--- config.mk ---
export PLATFORM = sky130hd
export DESIGN_NAME = dbg_monitor_top
export DESIGN_NICKNAME = d
export VERILOG_FILES = /design/src/rtl/dbg_monitor_pkg.sv /design/src/rtl/dbg_monitor_top.sv /design/src/rtl/wb_status_regs.sv /design/src/rtl/entry_capture.sv /design/src/rtl/debug_cause_tracker.sv /design/src/rtl/instr_classifier.sv
export VERILOG_INCLUDE_DIRS = /design/src /design/src/rtl
export SDC_FILE = /design/constraint.sdc
export NUM_CORES = 1
export LEC_CHECK = 0
export ABC_CLOCK_PERIOD_IN_PS = 3470
export BUFFER_PORTS_ARGS = -buffer_cell sky130_fd_sc_hd__buf_2
export CELL_PAD_IN_SITES_DETAIL_PLACEMENT = 0
export CELL_PAD_IN_SITES_GLOBAL_PLACEMENT = 1
export CORE_UTILIZATION = 38
export CTS_CLUSTER_DIAMETER = 120
export DETAILED_ROUTE_END_ITERATION = 12
export PLACE_DENSITY = 0.84
export SLEW_MARGIN = 20
export SYNTH_ARGS = -nofsm -noshare
export SYNTH_HDL_FRONTEND = slang
export SYNTH_SLANG_ARGS = --single-unit
--- constraint.sdc ---
create_clock -name cov_assert_if -period 3.47 [get_ports cov_assert_if]
set_input_delay 0.347 -clock cov_assert_if [delete_from_list [all_inputs] [get_ports cov_assert_if]]
set_output_delay 0.347 -clock cov_assert_if [all_outputs]
set_load 0.01 [all_outputs]
--- src/rtl/dbg_monitor_settings.svh ---
/* Widths, instruction encodings, debug CSR range and the Wishbone register map
   of the debug-mode event monitor */

`ifndef DBG_MONITOR_SETTINGS_SVH
`define DBG_MONITOR_SETTINGS_SVH

// Data and address width of the core
`define DBG_XLEN 32

// Full instruction encodings seen in write-back
`define DBG_INSTR_EBREAK  32'h0010_0073
`define DBG_INSTR_CEBREAK 32'h0000_9002
`define DBG_INSTR_WFI     32'h1050_0073
`define DBG_INSTR_DRET    32'h7B20_0073

// SYSTEM opcode and debug CSR window (dcsr, dpc, dscratch0/1)
`define DBG_OPCODE_SYSTEM 7'h73
`define DBG_CSR_FIELD_W   12
`define DBG_CSR_DCSR_LO   12'h7B0
`define DBG_CSR_DCSR_HI   12'h7B3

// Wishbone word indices
`define DBG_WB_ADDR_W     3
`define DBG_REG_STATUS    3'd0
`define DBG_REG_PC_DEBUG  3'd1
`define DBG_REG_PC_EBREAK 3'd2
`define DBG_REG_HALT      3'd3
`define DBG_REG_EXC       3'd4
`define DBG_REG_BOOT      3'd5

`endif
--- src/rtl/dbg_monitor_pkg.sv ---
/* Types of the debug monitor: controller state, expected cause, instruction
   word views, observation bundle, status word and Wishbone request/response */

`include "dbg_monitor_settings.svh"

package dbg_monitor_pkg;

  // --------------------------------------------------
  // Encodings
  // --------------------------------------------------
  typedef enum logic [1:0] {
    RESET       = 2'd0,
    BOOT_SET    = 2'd1,
    FUNCTIONAL  = 2'd2,
    DEBUG_TAKEN = 2'd3
  } ctrl_state_e;

  // Same values as dcsr.cause
  typedef enum logic [2:0] {
    NONE    = 3'd0,
    EBREAK  = 3'd1,
    TRIGGER = 3'd2,
    HALTREQ = 3'd3,
    STEP    = 3'd4
  } dbg_cause_e;

  // --------------------------------------------------
  // Instruction word
  // --------------------------------------------------
  typedef struct packed {
    logic [6:0] funct7;
    logic [4:0] rs2;
    logic [4:0] rs1;
    logic [2:0] funct3;
    logic [4:0] rd;
    logic [6:0] opcode;
  } instr_r_t;

  typedef struct packed {
    logic [`DBG_CSR_FIELD_W-1:0] csr;
    logic [4:0]                  rs1;
    logic [2:0]                  funct3;
    logic [4:0]                  rd;
    logic [6:0]                  opcode;
  } instr_i_t;

  typedef union packed {
    instr_r_t r;
    instr_i_t i;
  } instr_word_u;

  // --------------------------------------------------
  // Observation bundle from the core
  // --------------------------------------------------
  typedef struct packed {
    ctrl_state_e          ctrl;
    logic                 debug_mode;
    logic                 dcsr_ebreakm;
    logic                 dcsr_step;
    logic                 debug_req;
    logic                 trigger_match;
    logic                 pending_irq;
    logic                 wb_valid;
    instr_word_u          wb_instr;
    logic [`DBG_XLEN-1:0] wb_pc;
    logic                 id_valid;
    logic                 id_decoding;
    instr_word_u          id_instr;
    logic [`DBG_XLEN-1:0] id_pc;
    logic                 rvfi_valid;
    logic [`DBG_XLEN-1:0] rvfi_pc;
    logic [`DBG_XLEN-1:0] dm_halt_addr;
    logic [`DBG_XLEN-1:0] dm_exception_addr;
    logic [`DBG_XLEN-1:0] boot_addr;
    logic                 illegal_insn;
    logic                 ecall_insn;
    logic                 pc_set;
  } core_obs_t;

  typedef struct packed {
    logic is_ebreak;
    logic is_cebreak;
    logic is_wfi;
    logic is_dret;
    logic dbg_csr_access;
  } instr_events_t;

  // Cause sits in bits 2:0, flags above it
  typedef struct packed {
    logic [24:0] pad;
    logic        sticky_mmode_dcsr;
    logic        sticky_mret_dret;
    logic        first_debug_ins;
    logic        in_wfi;
    dbg_cause_e  cause;
  } monitor_status_t;

  // --------------------------------------------------
  // Wishbone classic
  // --------------------------------------------------
  typedef struct packed {
    logic                      cyc;
    logic                      stb;
    logic                      we;
    logic [`DBG_WB_ADDR_W-1:0] adr;
    logic [`DBG_XLEN-1:0]      dat_w;
  } wb_req_t;

  typedef struct packed {
    logic                 ack;
    logic [`DBG_XLEN-1:0] dat_r;
  } wb_rsp_t;

endpackage

--- src/rtl/dbg_monitor_top.sv ---
/* Top level of the debug monitor: classifier, cause tracker,
   entry capture and Wishbone status port */

`timescale 1ns/100ps
`include "dbg_monitor_settings.svh"

module dbg_monitor_top (
  input  logic                    cov_assert_if,
  input  logic                    reset_i,
  input  dbg_monitor_pkg::core_obs_t obs_i,
  input  dbg_monitor_pkg::wb_req_t   wb_req_i,
  output dbg_monitor_pkg::wb_rsp_t   wb_rsp_o
);

  dbg_monitor_pkg::instr_events_t   events;
  dbg_monitor_pkg::dbg_cause_e      cause;
  dbg_monitor_pkg::monitor_status_t status;
  logic                             in_wfi;
  logic                             first_debug_ins;
  logic                             sticky_dret;
  logic                             sticky_dcsr;
  logic                             clear_sticky;
  logic [`DBG_XLEN-1:0]             pc_at_debug;
  logic [`DBG_XLEN-1:0]             pc_at_ebreak;
  logic [`DBG_XLEN-1:0]             halt_addr;
  logic [`DBG_XLEN-1:0]             exc_addr;
  logic [`DBG_XLEN-1:0]             boot_addr;

  instr_classifier u_classifier (
    .obs_i    (obs_i),
    .events_o (events)
  );

  debug_cause_tracker u_cause_tracker (
    .cov_assert_if (cov_assert_if),
    .reset_i       (reset_i),
    .obs_i         (obs_i),
    .events_i      (events),
    .cause_o       (cause),
    .in_wfi_o      (in_wfi)
  );

  entry_capture u_entry_capture (
    .cov_assert_if     (cov_assert_if),
    .reset_i           (reset_i),
    .obs_i             (obs_i),
    .events_i          (events),
    .clear_sticky_i    (clear_sticky),
    .pc_at_debug_o     (pc_at_debug),
    .pc_at_ebreak_o    (pc_at_ebreak),
    .halt_addr_o       (halt_addr),
    .exc_addr_o        (exc_addr),
    .boot_addr_o       (boot_addr),
    .first_debug_ins_o (first_debug_ins),
    .sticky_dret_o     (sticky_dret),
    .sticky_dcsr_o     (sticky_dcsr)
  );

  // Status word as seen at register index 0
  always_comb begin
    status                   = '0;
    status.cause             = cause;
    status.in_wfi            = in_wfi;
    status.first_debug_ins   = first_debug_ins;
    status.sticky_mret_dret  = sticky_dret;
    status.sticky_mmode_dcsr = sticky_dcsr;
  end

  wb_status_regs u_wb_regs (
    .cov_assert_if  (cov_assert_if),
    .reset_i        (reset_i),
    .wb_req_i       (wb_req_i),
    .wb_rsp_o       (wb_rsp_o),
    .status_i       (status),
    .pc_at_debug_i  (pc_at_debug),
    .pc_at_ebreak_i (pc_at_ebreak),
    .halt_addr_i    (halt_addr),
    .exc_addr_i     (exc_addr),
    .boot_addr_i    (boot_addr),
    .clear_sticky_o (clear_sticky)
  );

endmodule

--- src/rtl/wb_status_regs.sv ---
/* Wishbone classic slave that serves the captured monitor state
   and clears the sticky flags on a status write */

`timescale 1ns/100ps
`include "dbg_monitor_settings.svh"

module wb_status_regs (
  input  logic                            cov_assert_if,
  input  logic                            reset_i,
  input  dbg_monitor_pkg::wb_req_t         wb_req_i,
  output dbg_monitor_pkg::wb_rsp_t         wb_rsp_o,
  input  dbg_monitor_pkg::monitor_status_t status_i,
  input  logic [`DBG_XLEN-1:0]            pc_at_debug_i,
  input  logic [`DBG_XLEN-1:0]            pc_at_ebreak_i,
  input  logic [`DBG_XLEN-1:0]            halt_addr_i,
  input  logic [`DBG_XLEN-1:0]            exc_addr_i,
  input  logic [`DBG_XLEN-1:0]            boot_addr_i,
  output logic                            clear_sticky_o
);

  logic                 ack_q;
  logic                 clear_q;
  logic                 xfer_start;
  logic [`DBG_XLEN-1:0] rd_word;
  logic [`DBG_XLEN-1:0] rd_data_q;

  // New transfer when selected and not already in its ack cycle
  assign xfer_start = wb_req_i.cyc && wb_req_i.stb && !ack_q;

  // --------------------------------------------------
  // Read mux
  // --------------------------------------------------
  always_comb begin
    case (wb_req_i.adr)
      `DBG_REG_STATUS:    rd_word = status_i;
      `DBG_REG_PC_DEBUG:  rd_word = pc_at_debug_i;
      `DBG_REG_PC_EBREAK: rd_word = pc_at_ebreak_i;
      `DBG_REG_HALT:      rd_word = halt_addr_i;
      `DBG_REG_EXC:       rd_word = exc_addr_i;
      `DBG_REG_BOOT:      rd_word = boot_addr_i;
      default:            rd_word = '0;
    endcase
  end

  // --------------------------------------------------
  // Ack and clear strobe
  // --------------------------------------------------
  always_ff @(posedge cov_assert_if) begin
    if (reset_i) begin
      ack_q   <= 1'b0;
      clear_q <= 1'b0;
    end else begin
      ack_q   <= xfer_start;
      clear_q <= xfer_start && wb_req_i.we && (wb_req_i.adr == `DBG_REG_STATUS);
    end
  end

  // Read data lines up with ack
  always_ff @(posedge cov_assert_if) begin
    if (xfer_start) begin
      rd_data_q <= rd_word;
    end
  end

  // Ack is dropped at once if the master lets go of stb
  assign wb_rsp_o.ack   = ack_q && wb_req_i.cyc && wb_req_i.stb;
  assign wb_rsp_o.dat_r = rd_data_q;
  assign clear_sticky_o = clear_q;

endmodule

--- src/rtl/entry_capture.sv ---
/* Captured addresses at debug entry, first-debug-instruction pulse
   and sticky flags for debug accesses made in M-mode */

`timescale 1ns/100ps
`include "dbg_monitor_settings.svh"

module entry_capture (
  input  logic                          cov_assert_if,
  input  logic                          reset_i,
  input  dbg_monitor_pkg::core_obs_t     obs_i,
  input  dbg_monitor_pkg::instr_events_t events_i,
  input  logic                          clear_sticky_i,
  output logic [`DBG_XLEN-1:0]          pc_at_debug_o,
  output logic [`DBG_XLEN-1:0]          pc_at_ebreak_o,
  output logic [`DBG_XLEN-1:0]          halt_addr_o,
  output logic [`DBG_XLEN-1:0]          exc_addr_o,
  output logic [`DBG_XLEN-1:0]          boot_addr_o,
  output logic                          first_debug_ins_o,
  output logic                          sticky_dret_o,
  output logic                          sticky_dcsr_o
);

  logic [`DBG_XLEN-1:0] rvfi_pc_q;
  logic                 halt_taken_q;
  logic                 first_seen_q;
  logic                 any_ebreak;
  logic                 exc_in_debug;

  assign any_ebreak   = events_i.is_ebreak || events_i.is_cebreak;
  assign exc_in_debug = (obs_i.illegal_insn || obs_i.ecall_insn) && obs_i.pc_set &&
                        obs_i.debug_mode;

  // --------------------------------------------------
  // Program counters
  // --------------------------------------------------
  always_ff @(posedge cov_assert_if) begin
    if (reset_i) begin
      rvfi_pc_q      <= '0;
      pc_at_debug_o  <= '0;
      pc_at_ebreak_o <= '0;
    end else begin
      // RVFI PC is only stable while valid, keep the last one
      if (obs_i.rvfi_valid) begin
        rvfi_pc_q <= obs_i.rvfi_pc;
      end
      if (obs_i.ctrl == dbg_monitor_pkg::DEBUG_TAKEN) begin
        pc_at_debug_o <= obs_i.rvfi_valid ? obs_i.rvfi_pc : rvfi_pc_q;
      end
      if (any_ebreak) begin
        pc_at_ebreak_o <= obs_i.wb_pc;
      end
    end
  end

  // --------------------------------------------------
  // Halt, exception and boot addresses
  // --------------------------------------------------
  always_ff @(posedge cov_assert_if) begin
    if (reset_i) begin
      halt_taken_q <= 1'b0;
      halt_addr_o  <= '0;
      exc_addr_o   <= '0;
      boot_addr_o  <= '0;
    end else begin
      // First DEBUG_TAKEN cycle of an entry only
      if (!halt_taken_q && (obs_i.ctrl == dbg_monitor_pkg::DEBUG_TAKEN)) begin
        halt_addr_o  <= {obs_i.dm_halt_addr[`DBG_XLEN-1:2], 2'b00};
        halt_taken_q <= 1'b1;
      end
      // Rearm once out of debug, or on ebreak re-entry from inside
      if ((!obs_i.debug_mode && halt_taken_q) || (obs_i.debug_mode && any_ebreak)) begin
        halt_taken_q <= 1'b0;
      end
      if (exc_in_debug) begin
        exc_addr_o <= {obs_i.dm_exception_addr[`DBG_XLEN-1:2], 2'b00};
      end
      if (obs_i.ctrl == dbg_monitor_pkg::BOOT_SET) begin
        boot_addr_o <= {obs_i.boot_addr[`DBG_XLEN-1:2], 2'b00};
      end
    end
  end

  // --------------------------------------------------
  // First decoded instruction in debug mode
  // --------------------------------------------------
  always_ff @(posedge cov_assert_if) begin
    if (reset_i) begin
      first_seen_q      <= 1'b0;
      first_debug_ins_o <= 1'b0;
    end else begin
      first_debug_ins_o <= 1'b0;
      if (!obs_i.debug_mode) begin
        first_seen_q <= 1'b0;
      end else if (!first_seen_q && obs_i.id_decoding && obs_i.id_valid) begin
        first_seen_q      <= 1'b1;
        first_debug_ins_o <= 1'b1;
      end
    end
  end

  // --------------------------------------------------
  // Sticky M-mode flags
  // --------------------------------------------------
  // A new event in the clear cycle is kept
  always_ff @(posedge cov_assert_if) begin
    if (reset_i || clear_sticky_i) begin
      sticky_dret_o <= 1'b0;
      sticky_dcsr_o <= 1'b0;
    end
    if (!reset_i) begin
      if (events_i.is_dret && !obs_i.debug_mode) begin
        sticky_dret_o <= 1'b1;
      end
      if (events_i.dbg_csr_access && !obs_i.debug_mode) begin
        sticky_dcsr_o <= 1'b1;
      end
    end
  end

endmodule

--- src/rtl/debug_cause_tracker.sv ---
/* Priority tracking of the debug cause the core should take next,
   plus the WFI sleep state */

`timescale 1ns/100ps

module debug_cause_tracker (
  input  logic                          cov_assert_if,
  input  logic                          reset_i,
  input  dbg_monitor_pkg::core_obs_t     obs_i,
  input  dbg_monitor_pkg::instr_events_t events_i,
  output dbg_monitor_pkg::dbg_cause_e    cause_o,
  output logic                          in_wfi_o
);

  dbg_monitor_pkg::dbg_cause_e cause_q;
  logic                        in_wfi_q;
  logic                        ebreak_to_debug;
  logic                        in_functional;
  logic                        in_debug_taken;
  logic                        wfi_enter;
  logic                        wfi_wake;

  // ebreak only enters debug when dcsr.ebreakm is set
  assign ebreak_to_debug = obs_i.dcsr_ebreakm && (events_i.is_ebreak || events_i.is_cebreak);

  assign in_functional  = (obs_i.ctrl == dbg_monitor_pkg::FUNCTIONAL) && !obs_i.debug_mode;
  assign in_debug_taken = (obs_i.ctrl == dbg_monitor_pkg::DEBUG_TAKEN);

  // --------------------------------------------------
  // Expected cause
  // --------------------------------------------------
  always_ff @(posedge cov_assert_if) begin
    if (reset_i) begin
      cause_q <= dbg_monitor_pkg::NONE;
    end else if (in_functional) begin
      if (obs_i.trigger_match) begin
        cause_q <= dbg_monitor_pkg::TRIGGER;
      end else if (ebreak_to_debug) begin
        cause_q <= dbg_monitor_pkg::EBREAK;
      end else if (obs_i.debug_req) begin
        cause_q <= dbg_monitor_pkg::HALTREQ;
      end else if (obs_i.dcsr_step) begin
        cause_q <= dbg_monitor_pkg::STEP;
      end else begin
        cause_q <= dbg_monitor_pkg::NONE;
      end
    end else if (in_debug_taken) begin
      // Trigger is not rechecked here, old cause holds otherwise
      if (ebreak_to_debug) begin
        cause_q <= dbg_monitor_pkg::EBREAK;
      end else if (obs_i.debug_req) begin
        cause_q <= dbg_monitor_pkg::HALTREQ;
      end else if (obs_i.dcsr_step) begin
        cause_q <= dbg_monitor_pkg::STEP;
      end
    end
  end

  // --------------------------------------------------
  // WFI sleep state
  // --------------------------------------------------
  assign wfi_enter = events_i.is_wfi && !obs_i.debug_req && !obs_i.debug_mode &&
                     !obs_i.dcsr_step;
  assign wfi_wake  = obs_i.pending_irq || obs_i.debug_req;

  always_ff @(posedge cov_assert_if) begin
    if (reset_i) begin
      in_wfi_q <= 1'b0;
    end else if (wfi_wake) begin
      in_wfi_q <= 1'b0;
    end else if (wfi_enter) begin
      in_wfi_q <= 1'b1;
    end
  end

  assign cause_o  = cause_q;
  assign in_wfi_o = in_wfi_q;

endmodule

--- src/rtl/instr_classifier.sv ---
/* Combinational decode of the write-back and decode instruction words
   into monitor event flags */

`timescale 1ns/100ps
`include "dbg_monitor_settings.svh"

module instr_classifier (
  input  dbg_monitor_pkg::core_obs_t     obs_i,
  output dbg_monitor_pkg::instr_events_t events_o
);

  logic id_is_system;
  logic id_is_csr_op;
  logic csr_in_dbg_range;

  // --------------------------------------------------
  // Decode stage CSR access
  // --------------------------------------------------
  assign id_is_system = obs_i.id_valid && obs_i.id_decoding &&
                        (obs_i.id_instr.r.opcode == `DBG_OPCODE_SYSTEM);

  // funct3 of zero is a privileged op, dret lands in the CSR window otherwise
  assign id_is_csr_op = (obs_i.id_instr.i.funct3 != 3'b000);

  assign csr_in_dbg_range = (obs_i.id_instr.i.csr >= `DBG_CSR_DCSR_LO) &&
                            (obs_i.id_instr.i.csr <= `DBG_CSR_DCSR_HI);

  // --------------------------------------------------
  // Event flags
  // --------------------------------------------------
  always_comb begin
    // Write-back matches on the whole word
    events_o.is_ebreak  = obs_i.wb_valid && (obs_i.wb_instr == `DBG_INSTR_EBREAK);
    events_o.is_cebreak = obs_i.wb_valid && (obs_i.wb_instr == `DBG_INSTR_CEBREAK);
    events_o.is_wfi     = obs_i.wb_valid && (obs_i.wb_instr == `DBG_INSTR_WFI);
    events_o.is_dret    = obs_i.wb_valid && (obs_i.wb_instr == `DBG_INSTR_DRET);

    events_o.dbg_csr_access = id_is_system && id_is_csr_op && csr_in_dbg_range;
  end

endmodule

==> flow_summary.yaml <==
layout:
  final_common_cell: "sky130_fd_sc_hd__nand2_1"
  post_route_cells_drive_above_1_share_pct: 26.5
  fillers: 2336
  final_net_count: 1571
  mostFrequentLayoutCells: "sky130_fd_sc_hd__nand2_1, sky130_fd_sc_hd__buf_2, sky130_fd_sc_hd__dfxtp_1"
  area_growth_syn_to_layout_pct: 27.1
placement:
  io_buffers: 261
  dp_hpwl_um: 18700
  last_weighted_congestion_value_of_the_routability_driven_placer: 0.835
hold_path:
  worst_hold_path_type: "in -> reg"
  min_to: "u_entry_capture.boot_addr_o[27]"
  hold_start: "obs_i[30]"
  whs_path_depth: 3
detailed_routing:
  total_wirelength_of_the_detailed_routed_design_um: 26800
  drt_iter0_markers: 473
  count_of_nets_left_with_antenna_violations_after_detail_routing: 0
  viasPerCell: 5.00
  detailed_route_via_count: 8012
  detail_route.first_pass.iterations: 5
  detail_route.drc_violations: 0
  wl_per_cell_um: 16.7
critical_path:
  critical_path.reg2reg.endpoint: "u_wb_regs.rd_data_q[30]"
  critPathRequiredTime_ps: 3880
  reg2reg_from: "u_wb_regs.ack_q"
  cp_common_cell: "sky130_fd_sc_hd__or4_4"
  reg2reg_depth: 1
  crit_path_max_fanout: 22
  worstSetupStartpoint: "obs_i[255]"
  worst-r2r-setup-slack_ps: 1870
  criticalPathCategory: "in -> reg"
  critPathCaptureType: "register"
  slowest_stage: "sky130_fd_sc_hd__or4_4"
  cp_cell_sequence: "buf_2 > or4_4 > or4_4 > a211o_1 > buf_4 > o21ai_0 > a31oi_1"
  cp-start-kind: "input port"
  crit_path_max_incr_delay_ps: 520
  cp_data_arrival_time_ps: 2520
synthesis:
  synth_top_cell_by_area: "sky130_fd_sc_hd__dfxtp_1"
  synth_fa_ha_area_share_pct: 0
  syn_nets: 1342
  synth_seq_cells: 229
  yosysUniqueCellTypes: 48
  synth_enable_flop_cells: 32
  netlist_instances: 1031
  average_footprint_of_a_synthesized_cell_um2: 8.88
  post_synthesis_mux_area_share_pct: 7.59
  synth_simple_gate_area_share_pct: 18.5
  synth_top_area_share_pct: 43.1
  largest_family_of_logic_cells_by_synthesized_area: "simple AND/OR/NAND/NOR gates"
  synth_compound_area_share_pct: 16.7
  synth.yosys.seq_area_share_pct: 53.6
  syn_area_mm2: 0.00915
  synth_area_leaders: "sky130_fd_sc_hd__dfxtp_1, sky130_fd_sc_hd__nand2_1, sky130_fd_sc_hd__edfxtp_1"
  synth-main-ff-cell: "sky130_fd_sc_hd__dfxtp_1"
  synth_xor_area_share_pct: 0
  synthArstFlopShare_pct: 0
  synth_warnings: 0
cts:
  clkTransAtPathRegs_ps: 60
  cts_tree: "built"
  cts.path.max_buffers: 3
  cts_buffers: 25
  cts_repair_resize_count: 0
  clkSinkCount: 229
  clock-root-buffer: "sky130_fd_sc_hd__clkbuf_16"
  cts-htree-levels: 1
  worstSkewPairLatency_ps: 530
sta:
  tightestPinTransition_ps: 1100
  grt_setup_unrepaired: "false"
  report.final.slew_viol_count: 0
  post-route-min-period_ps: 2120
  worst_slew_margin_rel_pct: 26.8
  timing.clock.skew_ps: 8.46
  final.period_utilization_pct: 61.0
  hold_viol_final: 0
  finalSetupViolCount: 0
  setup_tns_ps: 0
  max_clk_rate_mhz: 473
floorplan:
  design.core.area_mm2: 0.0235
  ioPinCount: 344
  die_area_mm2: 0.0247
  die_h_um: 157
  die-width_um: 157
  num_rows: 56
  floorplan.initialDensity_pct: 38.9
global_routing:
  first_pass_grt_wire_length_um: 40300
  grt.total_usage_pct: 21.2
  grt_start_max_net_pins: 124
  gr-total-overflow: 0
  first_global_vias: 7428
  grt_antenna_before_repair: 5
power_and_ir_drop:
  power.leakage_nw: 4.70
  total_power_mw: 6.26
  ir_worst_vdd_uv: 363
  total_power_density_per_cell_area_mw_per_mm2: 538
outcome:
  outcome: "completed"
run:
  drv_cap: 0
## kinds of logic (layout without fill, tap and decap cells)
kind of cell | count (synthesis) | in the layout
buffers and inverters | 82 | 330
DFF | 229 | 229
and+or+nand+nor | 410 | 410
other | 0 | 3
muxes | 69 | 69
AOI/OAI and AO/OA | 241 | 241
## layer usage
metal	vias to the layer above	track usage (%)	wire length, um
li1	4034	-	-
met1	3711	32.1	13300
met2	240	31.2	11300
met3	25	3.74	1750
met4	2	4.44	428
met5	-	0	10
## power breakdown
part | total (mW) | switching [mW] | internal, mW
Sequential | 2.86 | 0.0533 | 2.80
Clock | 2.87 | 1.12 | 1.75
Combinational | 0.534 | 0.308 | 0.226
Total | 6.26 | 1.48 | 4.78
## synthesized netlist by cell type, types with 2 or more instances
cell type	n
sky130_fd_sc_hd__mux2_2	3
sky130_fd_sc_hd__o211ai_1	2
sky130_fd_sc_hd__mux2i_1	66
sky130_fd_sc_hd__nand4b_1	4
sky130_fd_sc_hd__nor4_1	4
sky130_fd_sc_hd__nand2_1	279
sky130_fd_sc_hd__o31ai_1	3
sky130_fd_sc_hd__edfxtp_1	32
sky130_fd_sc_hd__nor4b_1	3
sky130_fd_sc_hd__nand4_1	4
sky130_fd_sc_hd__a22oi_1	3
sky130_fd_sc_hd__a31oi_1	3
sky130_fd_sc_hd__a211oi_1	33
sky130_fd_sc_hd__o21ai_0	25
sky130_fd_sc_hd__nor3_1	6
sky130_fd_sc_hd__and4b_1	2
sky130_fd_sc_hd__buf_1	9
sky130_fd_sc_hd__nand3_1	5
sky130_fd_sc_hd__inv_1	7
sky130_fd_sc_hd__and3_1	3
sky130_fd_sc_hd__nor2_1	81
sky130_fd_sc_hd__and2_1	2
sky130_fd_sc_hd__o22ai_1	3
sky130_fd_sc_hd__buf_6	3
sky130_fd_sc_hd__dfxtp_1	197
sky130_fd_sc_hd__a221o_1	24
sky130_fd_sc_hd__a21oi_1	129
sky130_fd_sc_hd__or4_4	2
sky130_fd_sc_hd__nor2b_1	4
sky130_fd_sc_hd__a21oi_2	4
sky130_fd_sc_hd__clkbuf_1	63
sky130_fd_sc_hd__nand2b_1	5
sky130_fd_sc_hd__o221ai_1	3
## repair_timing
action	CTS	global route
hold buffers	1	0
endpoints found under the setup margin	0	0
buffers inserted	0	0
endpoints found under the hold margin	1	0
## how the worst max path moves through the flow
stage,endpoint
floorplan,u_wb_regs.rd_data_q[0]
global placement,u_cause_tracker.cause_o[1]
detailed placement,u_cause_tracker.cause_o[1]
CTS,u_cause_tracker.cause_o[1]
global route,u_cause_tracker.cause_o[1]
finish,u_cause_tracker.cause_o[1]
## flip-flops by register name, summed over array words and instances (netlist names), 3 cells and up
signal,cells
u_entry_capture.boot_addr_o,30
u_entry_capture.pc_at_debug_o,32
u_cause_tracker.cause_o,3
u_wb_regs.rd_data_q,32
u_entry_capture.exc_addr_o,30
u_entry_capture.rvfi_pc_q,32
u_entry_capture.pc_at_ebreak_o,32
u_entry_capture.halt_addr_o,30
## stage by stage
| stage | instance area (um2) | utilization [%] | worst slack, ps | instances | hold slack (ps) |
|---|---|---|---|---|---|
| floorplan | 9150 | - | 1280 | 1031 | 399 |
| global placement | 10700 | 45.5 | 824 | 1551 | 418 |
| detailed placement | 10700 | 45.5 | 809 | 1551 | 420 |
| CTS | 11600 | 49.4 | 1380 | 1598 | 29.6 |
| global route | 11600 | 49.4 | 1310 | 1601 | 48.1 |
| finish | 11600 | 49.4 | 1350 | 1601 | 57.2 |
## final cells by class
class                      instances  area, um2  share of cell area [%]
sequential                       229       4900                    42.2
multi-input combinational        720       3940                    33.9
timing repair buffer             277       1450                    12.4
clock buffer                      26        651                    5.59
tap                              319        399                    3.43
clock inverter                    20        256                    2.21
inverter                           7       26.3                   0.226
antenna                            3       7.51                  0.0646
## critical path: cells and delay by family
family / cells / cell delay [ps]
compound gates: 3 / 760
buf+inv: 2 / 410
simple gates: 2 / 1000
No activity file was read; power rests on OpenSTA's default activity.
